===== config.mk =====
export PLATFORM = sky130hd
export DESIGN_NAME = frontend_top
export DESIGN_NICKNAME = d
export VERILOG_FILES = /design/src/frontend_pkg.sv /design/src/frontend_top.sv /design/src/fetch_unit.sv /design/src/ftq.sv /design/src/block_predictor.sv
export SDC_FILE = /design/constraint.sdc
export NUM_CORES = 1
export LEC_CHECK = 0
export BUFFER_PORTS_ARGS = -buffer_cell sky130_fd_sc_hd__buf_2
export CAP_MARGIN = 5
export CELL_PAD_IN_SITES_DETAIL_PLACEMENT = 1
export CELL_PAD_IN_SITES_GLOBAL_PLACEMENT = 1
export CORE_MARGIN = 5
export CORE_UTILIZATION = 54
export CTS_CLUSTER_SIZE = 10
export DETAILED_ROUTE_END_ITERATION = 10
export HOLD_SLACK_MARGIN = 0.1
export PLACE_DENSITY = 0.86
export SLEW_MARGIN = 25
export SYNTH_ARGS = -nofsm -noshare
export SYNTH_HDL_FRONTEND = slang
export SYNTH_SLANG_ARGS = --single-unit

===== constraint.sdc =====
create_clock -name clk -period 22.8 [get_ports clk]
set_input_delay 4.56 -clock clk [delete_from_list [all_inputs] [get_ports clk]]
set_output_delay 4.56 -clock clk [all_outputs]
set_load 0.05 [all_outputs]

===== src/frontend_pkg.sv =====
package frontend_pkg;

    // Fetch target queue geometry
    localparam int FTQ_SIZE = 8;
    localparam int FTQ_ID_W = $clog2(FTQ_SIZE);

    // Backend may retire up to this many blocks per cycle
    localparam int COMMIT_WIDTH = 2;
    // Wide enough to hold a count of 0..COMMIT_WIDTH
    localparam int COMMIT_CNT_W = $clog2(COMMIT_WIDTH + 1);

    // Address space
    localparam int ADDR_W = 32;
    localparam logic [ADDR_W-1:0] RESET_PC = 32'h0000_1000;

    // Fetch blocks end at the next 16-byte boundary
    localparam int BLOCK_BYTES = 16;
    localparam int BLOCK_OFF_W = $clog2(BLOCK_BYTES);

    // Block length counted in 4-byte instructions, 1..4
    localparam int LEN_W = 3;

    // One queue entry
    typedef struct packed {
        logic              valid;
        logic [ADDR_W-1:0] start_pc;
        logic [LEN_W-1:0]  length;
    } fetch_block_t;

endpackage

===== src/frontend_top.sv =====
`timescale 1ns/1ps

module frontend_top (
    input  logic                                  clk,
    input  logic                                  rst,

    // Backend redirect and commit
    input  logic                                  flush_i,
    input  logic [frontend_pkg::FTQ_ID_W-1:0]     flush_id_i,
    input  logic [frontend_pkg::ADDR_W-1:0]       flush_pc_i,
    input  logic [frontend_pkg::COMMIT_WIDTH-1:0] commit_i,

    // Instruction memory
    output logic                                  imem_req_o,
    output logic [frontend_pkg::ADDR_W-1:0]       imem_addr_o,
    input  logic                                  imem_ack_i,

    // Fetched blocks
    output logic                                  fetch_valid_o,
    output logic [frontend_pkg::ADDR_W-1:0]       fetch_pc_o,
    output logic [frontend_pkg::LEN_W-1:0]        fetch_length_o,
    output logic [frontend_pkg::FTQ_ID_W-1:0]     fetch_id_o
);
    import frontend_pkg::*;

    // Predictor to queue
    logic              pred_valid;
    logic [ADDR_W-1:0] pred_start_pc;
    logic [LEN_W-1:0]  pred_length;
    logic              queue_full;

    // Queue to fetch unit
    logic                head_valid;
    logic [ADDR_W-1:0]   head_start_pc;
    logic [LEN_W-1:0]    head_length;
    logic [FTQ_ID_W-1:0] head_id;
    logic                accept;

    block_predictor u_predictor (
        .clk             (clk),
        .rst             (rst),
        .flush_i         (flush_i),
        .flush_pc_i      (flush_pc_i),
        .queue_full_i    (queue_full),
        .pred_valid_o    (pred_valid),
        .pred_start_pc_o (pred_start_pc),
        .pred_length_o   (pred_length)
    );

    ftq u_ftq (
        .clk             (clk),
        .rst             (rst),
        .flush_i         (flush_i),
        .flush_id_i      (flush_id_i),
        .commit_i        (commit_i),
        .pred_valid_i    (pred_valid),
        .pred_start_pc_i (pred_start_pc),
        .pred_length_i   (pred_length),
        .queue_full_o    (queue_full),
        .head_valid_o    (head_valid),
        .head_start_pc_o (head_start_pc),
        .head_length_o   (head_length),
        .head_id_o       (head_id),
        .accept_i        (accept)
    );

    fetch_unit u_fetch (
        .clk             (clk),
        .rst             (rst),
        .flush_i         (flush_i),
        .head_valid_i    (head_valid),
        .head_start_pc_i (head_start_pc),
        .head_length_i   (head_length),
        .head_id_i       (head_id),
        .accept_o        (accept),
        .imem_req_o      (imem_req_o),
        .imem_addr_o     (imem_addr_o),
        .imem_ack_i      (imem_ack_i),
        .fetch_valid_o   (fetch_valid_o),
        .fetch_pc_o      (fetch_pc_o),
        .fetch_length_o  (fetch_length_o),
        .fetch_id_o      (fetch_id_o)
    );

endmodule


===== src/fetch_unit.sv =====
`timescale 1ns/1ps

module fetch_unit (
    input  logic                              clk,
    input  logic                              rst,
    input  logic                              flush_i,

    // Queue head
    input  logic                              head_valid_i,
    input  logic [frontend_pkg::ADDR_W-1:0]   head_start_pc_i,
    input  logic [frontend_pkg::LEN_W-1:0]    head_length_i,
    input  logic [frontend_pkg::FTQ_ID_W-1:0] head_id_i,
    output logic                              accept_o,

    // Instruction memory, four-phase req/ack
    output logic                              imem_req_o,
    output logic [frontend_pkg::ADDR_W-1:0]   imem_addr_o,
    input  logic                              imem_ack_i,

    // Fetched block report
    output logic                              fetch_valid_o,
    output logic [frontend_pkg::ADDR_W-1:0]   fetch_pc_o,
    output logic [frontend_pkg::LEN_W-1:0]    fetch_length_o,
    output logic [frontend_pkg::FTQ_ID_W-1:0] fetch_id_o
);
    import frontend_pkg::*;

    typedef enum logic [1:0] {
        IDLE,
        REQ,
        RELEASE,
        WAIT_LOW
    } state_t;

    state_t state_q;
    logic   kill_q;

    // Block being fetched
    logic [ADDR_W-1:0]   blk_pc_q;
    logic [LEN_W-1:0]    blk_len_q;
    logic [FTQ_ID_W-1:0] blk_id_q;

    // Take a new block only when idle and not being redirected
    assign accept_o = (state_q == IDLE) && head_valid_i && !flush_i;

    always_ff @(posedge clk) begin
        if (rst) begin
            state_q <= IDLE;
            kill_q  <= 1'b0;
        end else begin
            case (state_q)
                IDLE: begin
                    if (accept_o) begin
                        state_q <= REQ;
                        kill_q  <= 1'b0;
                    end
                end
                REQ: begin
                    if (imem_ack_i) begin
                        state_q <= RELEASE;
                    end
                end
                RELEASE: begin
                    // Ack usually still high here
                    state_q <= imem_ack_i ? WAIT_LOW : IDLE;
                end
                WAIT_LOW: begin
                    if (!imem_ack_i) begin
                        state_q <= IDLE;
                    end
                end
                default: begin
                    state_q <= IDLE;
                end
            endcase

            // Handshake still completes, only the report is dropped
            if (flush_i && state_q != IDLE) begin
                kill_q <= 1'b1;
            end
        end
    end

    always_ff @(posedge clk) begin
        if (accept_o) begin
            blk_pc_q  <= head_start_pc_i;
            blk_len_q <= head_length_i;
            blk_id_q  <= head_id_i;
        end
    end

    assign imem_req_o  = (state_q == REQ);
    assign imem_addr_o = blk_pc_q;

    // One-cycle report right after ack was seen
    assign fetch_valid_o  = (state_q == RELEASE) && !kill_q && !flush_i;
    assign fetch_pc_o     = blk_pc_q;
    assign fetch_length_o = blk_len_q;
    assign fetch_id_o     = blk_id_q;

    // Address may not move under an open request
    assert property (@(posedge clk) disable iff (rst)
        imem_req_o |=> (!imem_req_o || $stable(imem_addr_o)))
        else $error("fetch_unit: address changed during request");

    // Memory must have returned ack low before a new request opens
    assert property (@(posedge clk) disable iff (rst)
        $rose(imem_req_o) |-> !imem_ack_i)
        else $error("fetch_unit: request raised with ack still high");

endmodule


===== src/ftq.sv =====
`timescale 1ns/1ps

module ftq (
    input  logic                                  clk,
    input  logic                                  rst,

    // Backend redirect and commit
    input  logic                                  flush_i,
    input  logic [frontend_pkg::FTQ_ID_W-1:0]     flush_id_i,
    input  logic [frontend_pkg::COMMIT_WIDTH-1:0] commit_i,

    // Predictor side
    input  logic                                  pred_valid_i,
    input  logic [frontend_pkg::ADDR_W-1:0]       pred_start_pc_i,
    input  logic [frontend_pkg::LEN_W-1:0]        pred_length_i,
    output logic                                  queue_full_o,

    // Fetch side, accept comes back in the same cycle
    output logic                                  head_valid_o,
    output logic [frontend_pkg::ADDR_W-1:0]       head_start_pc_o,
    output logic [frontend_pkg::LEN_W-1:0]        head_length_o,
    output logic [frontend_pkg::FTQ_ID_W-1:0]     head_id_o,
    input  logic                                  accept_i
);
    import frontend_pkg::*;

    logic [COMMIT_CNT_W-1:0] commit_cnt;

    logic [FTQ_ID_W-1:0] pred_ptr_q;
    logic [FTQ_ID_W-1:0] fetch_ptr_q;
    logic [FTQ_ID_W-1:0] commit_ptr_q;
    logic [FTQ_ID_W-1:0] pred_ptr_inc;
    logic [FTQ_ID_W-1:0] flush_next_id;

    fetch_block_t queue_q [FTQ_SIZE];
    fetch_block_t queue_d [FTQ_SIZE];

    // Number of blocks retired this cycle
    always_comb begin
        commit_cnt = '0;
        for (int i = 0; i < COMMIT_WIDTH; i++) begin
            commit_cnt = commit_cnt + COMMIT_CNT_W'(commit_i[i]);
        end
    end

    assign pred_ptr_inc  = pred_ptr_q + 1'b1;
    assign flush_next_id = flush_id_i + 1'b1;

    // One slot always stays empty, so FTQ_SIZE-1 blocks at most
    assign queue_full_o = (pred_ptr_inc == commit_ptr_q);

    always_ff @(posedge clk) begin
        if (rst) begin
            pred_ptr_q   <= '0;
            fetch_ptr_q  <= '0;
            commit_ptr_q <= '0;
        end else begin
            // Older blocks may still commit across a flush
            commit_ptr_q <= commit_ptr_q + FTQ_ID_W'(commit_cnt);

            if (accept_i) begin
                fetch_ptr_q <= fetch_ptr_q + 1'b1;
            end
            if (pred_valid_i) begin
                pred_ptr_q <= pred_ptr_inc;
            end

            // Restart right after the mispredicted block
            if (flush_i) begin
                fetch_ptr_q <= flush_next_id;
                pred_ptr_q  <= flush_next_id;
            end
        end
    end

    always_comb begin
        queue_d = queue_q;

        // Free the committed entries
        for (int i = 0; i < COMMIT_WIDTH; i++) begin
            if (COMMIT_CNT_W'(i) < commit_cnt) begin
                queue_d[commit_ptr_q + FTQ_ID_W'(i)] = '0;
            end
        end

        // New block from the predictor
        if (pred_valid_i) begin
            queue_d[pred_ptr_q].valid    = 1'b1;
            queue_d[pred_ptr_q].start_pc = pred_start_pc_i;
            queue_d[pred_ptr_q].length   = pred_length_i;
        end

        // Redirect drops everything in flight
        if (flush_i) begin
            for (int i = 0; i < FTQ_SIZE; i++) begin
                queue_d[i] = '0;
            end
        end
    end

    always_ff @(posedge clk) begin
        if (rst) begin
            for (int i = 0; i < FTQ_SIZE; i++) begin
                queue_q[i].valid <= 1'b0;
            end
        end else begin
            queue_q <= queue_d;
        end
    end

    // Head of the fetch stream
    assign head_valid_o    = queue_q[fetch_ptr_q].valid;
    assign head_start_pc_o = queue_q[fetch_ptr_q].start_pc;
    assign head_length_o   = queue_q[fetch_ptr_q].length;
    assign head_id_o       = fetch_ptr_q;

    // Fetch unit only takes what the queue offers
    assert property (@(posedge clk) disable iff (rst)
        accept_i |-> head_valid_o)
        else $error("ftq: accept without a valid head");

endmodule


===== src/block_predictor.sv =====
`timescale 1ns/1ps

module block_predictor (
    input  logic                            clk,
    input  logic                            rst,

    // Redirect from the backend
    input  logic                            flush_i,
    input  logic [frontend_pkg::ADDR_W-1:0] flush_pc_i,

    // Back-pressure from the queue
    input  logic                            queue_full_i,

    // Predicted block towards the queue
    output logic                            pred_valid_o,
    output logic [frontend_pkg::ADDR_W-1:0] pred_start_pc_o,
    output logic [frontend_pkg::LEN_W-1:0]  pred_length_o
);
    import frontend_pkg::*;

    logic [ADDR_W-1:0]      pc_q;
    logic [BLOCK_OFF_W-1:0] block_off;
    logic [ADDR_W-1:0]      pc_step;

    // Byte offset of the current pc inside its 16-byte block
    assign block_off = pc_q[BLOCK_OFF_W-1:0];

    // Instructions left until the block boundary
    assign pred_length_o = LEN_W'((BLOCK_BYTES - block_off) >> 2);
    assign pred_start_pc_o = pc_q;

    // Bytes covered by the emitted block
    assign pc_step = ADDR_W'(pred_length_o) << 2;

    // Nothing goes out while the queue is full or a redirect is pending
    assign pred_valid_o = !queue_full_i && !flush_i;

    always_ff @(posedge clk) begin
        if (rst) begin
            pc_q <= RESET_PC;
        end else if (flush_i) begin
            // Redirect wins over the sequential step
            pc_q <= flush_pc_i;
        end else if (pred_valid_o) begin
            pc_q <= pc_q + pc_step;
        end
    end

    // Queue must never receive a block it cannot hold
    assert property (@(posedge clk) disable iff (rst)
        !(pred_valid_o && queue_full_i))
        else $error("block_predictor: block issued while queue full");

endmodule


---- Yosys cells after proc, flatten, opt, wreduce, memory -nomap -nowiden ----
Index checks and enable logic that the tools add are counted.
operators by class
  add/sub/neg operators ................... 8
  magnitude comparators ................... 9
  eq/ne operators ......................... 7
  multiplexer cells ....................... 33
  bitwise gates (word level) .............. 8
  reduce and logical (&&, ||, !) cells .... 21
operators with widths
  kind                   number
  $bwmux W288            3
  $mux W288              3
  $and A288 B288 Y288    2
  $not A288 Y288         2
  $demux W36 S3          5
  $mux W36               5
  $bmux W36 S3           1
  $mux W32               2
  $mux W35               1
  $add A32 B5 Y32        1
  $ge A4 B4 Y1 const B   4
  $not A3 Y4             4
  $mux W3                5
  $add A3 B1 Y3 const B  4
  $lt A4 B1 Y1 const B   3
  $reduce_bool A2 Y1     5
  $logic_and A1 B1 Y1    9
  $mux W2                4
  $pmux W2 S4            1
  $sub A5 B4 Y5 const A  1
  $eq A2 B2 Y1 const B   2
  $lt A1 B2 Y1 const A   2
  $ne A2 B2 Y1 const B   2
  $add A3 B2 Y3          1
  10 further kinds       14
storage, ports and cells
  flip-flop bits (word level) ............. 370
  input port bits ......................... 41
  output and inout bits ................... 72
  word-level logic and storage cells ...... 119

---- Logic depth before layout (Yosys ltp) ----
  word-level depth ........................ 14
  mapped depth ............................ 9
  gate-level depth less buffers ........... 7

---- Modules after synthesis ----
Synthesis repeated with hierarchy kept, for this count alone.
second synthesis, totals
  cells, all modules ...................... 1653
  area, all modules ....................... 20234.4 um^2
modules (own cells, without submodules)
  module           instances  cells each  area each (um^2)  seq. area each (um^2)
  ftq              1          1276        16387.0           8748.4
  block_predictor  1          291         2316.0            640.6
  fetch_unit       1          86          1531.5            1201.2

---- Worst setup path before layout ----
Ideal clock, no wire load.
  kind .................................... input port to flip-flop
  start ................................... input port rst
  end ..................................... register u_predictor.pc_q[25] (netlist: u_predictor.pred_start_pc_o[25])
  setup time .............................. 0.109 ns
  arrival time ............................ 13.673 ns
  required time ........................... 22.691 ns
  slack ................................... 9.018 ns
  stages .................................. 5
  path buffers ............................ 2
  cells stage by stage .................... clkbuf_1 -> inv_1 -> clkbuf_1 -> o21ai_0 -> a31oi_1
RTL lines
  what                  line                   text
  from (decl)           frontend_top.sv:5      input logic rst,
  to (signal assigned)  block_predictor.sv:43  pc_q <= flush_pc_i;
  to (signal assigned)  block_predictor.sv:45  pc_q <= pc_q + pc_step;
  to (decl)             block_predictor.sv:21  logic [ADDR_W-1:0] pc_q;

---- Final worst setup path ----
  start ................................... input port flush_i
  end ..................................... output port fetch_valid_o
between the ends
  word-level cells in the longest chain between the ends .. 2
ends and longest elaborated chain
  what                 line                text
  from (decl)          frontend_top.sv:8   input logic flush_i,
  $logic_not A1 Y1     fetch_unit.sv:96    assign fetch_valid_o = (state_q == RELEASE) && !kill_q && !flush_i;
  $logic_and A1 B1 Y1  fetch_unit.sv:96
  to (decl)            frontend_top.sv:19  output logic fetch_valid_o,
Every way passes these cells.

==> impl_metrics.env <==
export IMPL_worst_endpoint_required_ns=18.24
export IMPL_routabilityCongestion=0.8653
export IMPL_worst_slew_pin_transition_ns=1.082
export IMPL_ys_async_sr_fraction_pct=0
export IMPL_max_clock_path_buffers=3
export IMPL_syn_nets=1596
export IMPL_setup_crit_end_kind="primary output"
export IMPL_critPathKind="in -> out"
export IMPL_clkTransAtPathRegs_ns=0.06
export IMPL_number_of_synthesis_warnings=0
export IMPL_worstPathArrival_ns=5.67
export IMPL_fin_worst_hold_slack_ns=0.4808
export IMPL_cts_root_buffer="sky130_fd_sc_hd__clkbuf_16"
export IMPL_die_area_um2=38260
export IMPL_place_inst=1963
export IMPL_synth_seq_area_share_pct=56.93
export IMPL_numPortBuffers=112
export IMPL_p_leak_uw=0.006859
export IMPL_areaGrowthSynthToFinish_pct=9.470
export IMPL_overflow=0
export IMPL_path_cells="buf_2 -> buf_4 -> nor4b_1 -> buf_2"
export IMPL_worstHoldPathType="reg -> reg"
export IMPL_final_layout_size_suffix_gt1_share_pct=22.39
export IMPL_dieHeight_um=195.6
export IMPL_yosys_area_top_type_share_pct=51.33
export IMPL_holdBufCountCts=0
export IMPL_grt_pass1_vias=15250
export IMPL_grt_max_degree=125
export IMPL_slowest_delay_ns=0.40
export IMPL_die_w_um=195.6
export IMPL_via_count=14360
export IMPL_max_cap_violations=0
export IMPL_synth_ff_type="sky130_fd_sc_hd__edfxtp_1"
export IMPL_synthesis_area_um2=18600
export IMPL_grt_first_pass_wirelength_mm=89.96
export IMPL_start_kind="input port"
export IMPL_number_of_failing_setup_endpoints_in_the_final_timing_report=0
export IMPL_num_antenna_cells=0
export IMPL_postSynthCellCount=1544
export IMPL_drtPass1Iterations=5
export IMPL_yosys_cell_count_top_type="sky130_fd_sc_hd__edfxtp_1"
export IMPL_cp_slowest_cell="sky130_fd_sc_hd__nor4b_1"
export IMPL_residual_drc_count=0
export IMPL_detailed_place_hpwl_mm=33.12
export IMPL_final_min_period_over_clock_period_pct=44.87
export IMPL_syn_mean_instance_area_um2=12.05
export IMPL_max_slew_headroom_pct=27.86
export IMPL_sum_of_negative_setup_slack_ns=0
export IMPL_unrepaired_setup_endpoints_after_global_routing="no"
export IMPL_path_delay_family="buffers and inverters"
export IMPL_status="finished, final reports clean"
export IMPL_synth_top_cell_by_area="sky130_fd_sc_hd__edfxtp_1"
export IMPL_detailedRoute_firstIterationViolations=1840
export IMPL_numCtsBuffers=43
export IMPL_vias_per_cell=7.086
export IMPL_post_cts_resized=0
export IMPL_final_instance_count_excl_fill=2027
export IMPL_critical_path_s_most_frequent_cell="sky130_fd_sc_hd__buf_2"
export IMPL_pre_cts_slack_ns=12.58
export IMPL_synth_edff_count=318
export IMPL_cp_buffers_inverters=3
export IMPL_avgRoutedWirePerCell_um=28.66
export IMPL_antenna_found_initial=1
export IMPL_insertion_delay_ns=0.55
export IMPL_finish_utilization_pct=59.39
export IMPL_worst_slack_ns=12.57
export IMPL_htree_levels=2
export IMPL_post_synth_num_cell_types=73
export IMPL_cts_num_sinks=370
export IMPL_synth_seq_cells=370
export IMPL_synth_commonest_cells="sky130_fd_sc_hd__edfxtp_1, sky130_fd_sc_hd__nand3_1, sky130_fd_sc_hd__o21ai_0"
export IMPL_finalMaxSlewViolations=0
export IMPL_timing_final_crit_period_ns=10.23
export IMPL_most_area_consuming_cells_after_synthesis="sky130_fd_sc_hd__edfxtp_1, sky130_fd_sc_hd__mux4_2, sky130_fd_sc_hd__nand3_1"
export IMPL_drtAntennaViolNets=0
export IMPL_rows=68
export IMPL_timing_fmax_mhz=97.74
export IMPL_path_max_fanout=38
export IMPL_tritoncts_clock_tree="yes"
export IMPL_post_cts_buffers=0
export IMPL_num_io_pins=113
export IMPL_finalClockSkew_ns=0.02026
export IMPL_final_net_count=1605
export IMPL_initial_core_util_pct=54.25
export IMPL_drt_total_wl_mm=58.10
export IMPL_placeableCoreArea_um2=34290
export IMPL_irDropWorstVdd_mv=0.05712
export IMPL_finalHoldViolCount=0
export IMPL_power_per_cell_area_nw_per_um2=86.25
export IMPL_grt_use_total_pct=29.95
-- where the power goes --
| part | leakage (µW) | internal (µW) | switching [µW] |
|---|---|---|---|
| logic | 0.00262 | 98.2 | 180 |
| registers | 0.00365 | 801 | 48.7 |
| clock network | 0.000589 | 363 | 265 |
| total | 0.00686 | 1260 | 494 |
-- final timing paths --
| kind | depth (start not counted) | endpoint | start | slack (ns) |
|---|---|---|---|---|
| max | 4 | fetch_valid_o | flush_i | 12.57 |
| min | 2 | u_ftq.queue_q[107] | u_ftq.queue_q[107] | 0.48 |
| max reg2reg | 7 | u_ftq.queue_q[58] | u_ftq.pred_ptr_q[0] | 18.61 |
| min reg2reg | 2 | u_ftq.queue_q[107] | u_ftq.queue_q[107] | 0.48 |
-- area by class of cell --
type	instances	area, µm²
clock buffer	64	1217
fill	3482	13920
inverter	16	67.56
multi-input combinational	984	7152
sequential	370	10600
tap	455	569.3
timing repair buffer	138	759.5
-- cells by family after synthesis --
| kind of cell | Yosys count | synth area share (%) |
|---|---|---|
| xor gates and xnor gates | 32 | 1.587 |
| and+or+nand+nor | 458 | 12.52 |
| muxes | 111 | 11.06 |
| adders and majority gates | 11 | 0.7802 |
| buffers and inverters | 190 | 4.890 |
| DFF | 370 | 56.93 |
| AOI/OAI and AO/OA | 372 | 12.24 |
-- registers in the layout, summed over array words and instances (netlist names) --
| signal | count |
|---|---|
| u_fetch.kill_q | 1 |
| u_fetch.fetch_length_o | 3 |
| u_predictor.pred_start_pc_o | 32 |
| u_ftq.commit_ptr_q | 3 |
| u_fetch.state_q | 2 |
| u_fetch.fetch_pc_o | 32 |
| u_fetch.fetch_id_o | 3 |
| u_ftq.head_id_o | 3 |
| u_ftq.pred_ptr_q | 3 |
| u_ftq.queue_q | 288 |
-- tightest hold or removal path, cell delays in order, from the launching register on --
cell                      delay [ns]
sky130_fd_sc_hd__dfxtp_1        0.32
sky130_fd_sc_hd__nand2_1        0.06
sky130_fd_sc_hd__a21oi_1        0.05
-- per-stage QoR --
step	total power [µW]	instance area, µm²
after floorplan	1044	18600
after global placement	1107	19140
after detailed placement	1128	19140
after CTS	1754	20360
after global routing	1815	20360
final	1756	20360
-- cell usage in the layout, fill, tap and decap left out, types with 9 or more instances in the layout --
cell type	n
sky130_fd_sc_hd__nor2_1	74
sky130_fd_sc_hd__clkbuf_16	45
sky130_fd_sc_hd__a22o_1	10
sky130_fd_sc_hd__buf_4	25
sky130_fd_sc_hd__nor3_1	12
sky130_fd_sc_hd__nand2_1	65
sky130_fd_sc_hd__nand4_1	20
sky130_fd_sc_hd__nand3_1	217
sky130_fd_sc_hd__buf_2	112
sky130_fd_sc_hd__a211oi_1	10
sky130_fd_sc_hd__edfxtp_1	318
sky130_fd_sc_hd__mux2_2	36
sky130_fd_sc_hd__a31oi_1	9
sky130_fd_sc_hd__xor2_1	12
sky130_fd_sc_hd__ha_1	10
sky130_fd_sc_hd__o2bb2ai_1	25
sky130_fd_sc_hd__mux4_2	72
sky130_fd_sc_hd__a31o_2	34
sky130_fd_sc_hd__clkbuf_1	17
sky130_fd_sc_hd__xnor2_1	19
sky130_fd_sc_hd__dfxtp_1	49
sky130_fd_sc_hd__o21ai_0	215
sky130_fd_sc_hd__nor4_1	12
sky130_fd_sc_hd__a21oi_1	30
sky130_fd_sc_hd__inv_1	14
-- routing by layer --
metal	vias up	global-route usage, %	share of wire (%)
met5	-	0	0.022
met1	7264	39.21	37
met4	2	11.79	3.7
li1	5966	-	-
met2	941	48.92	49
met3	191	6.832	10
No activity file was read; power rests on OpenSTA's default activity.
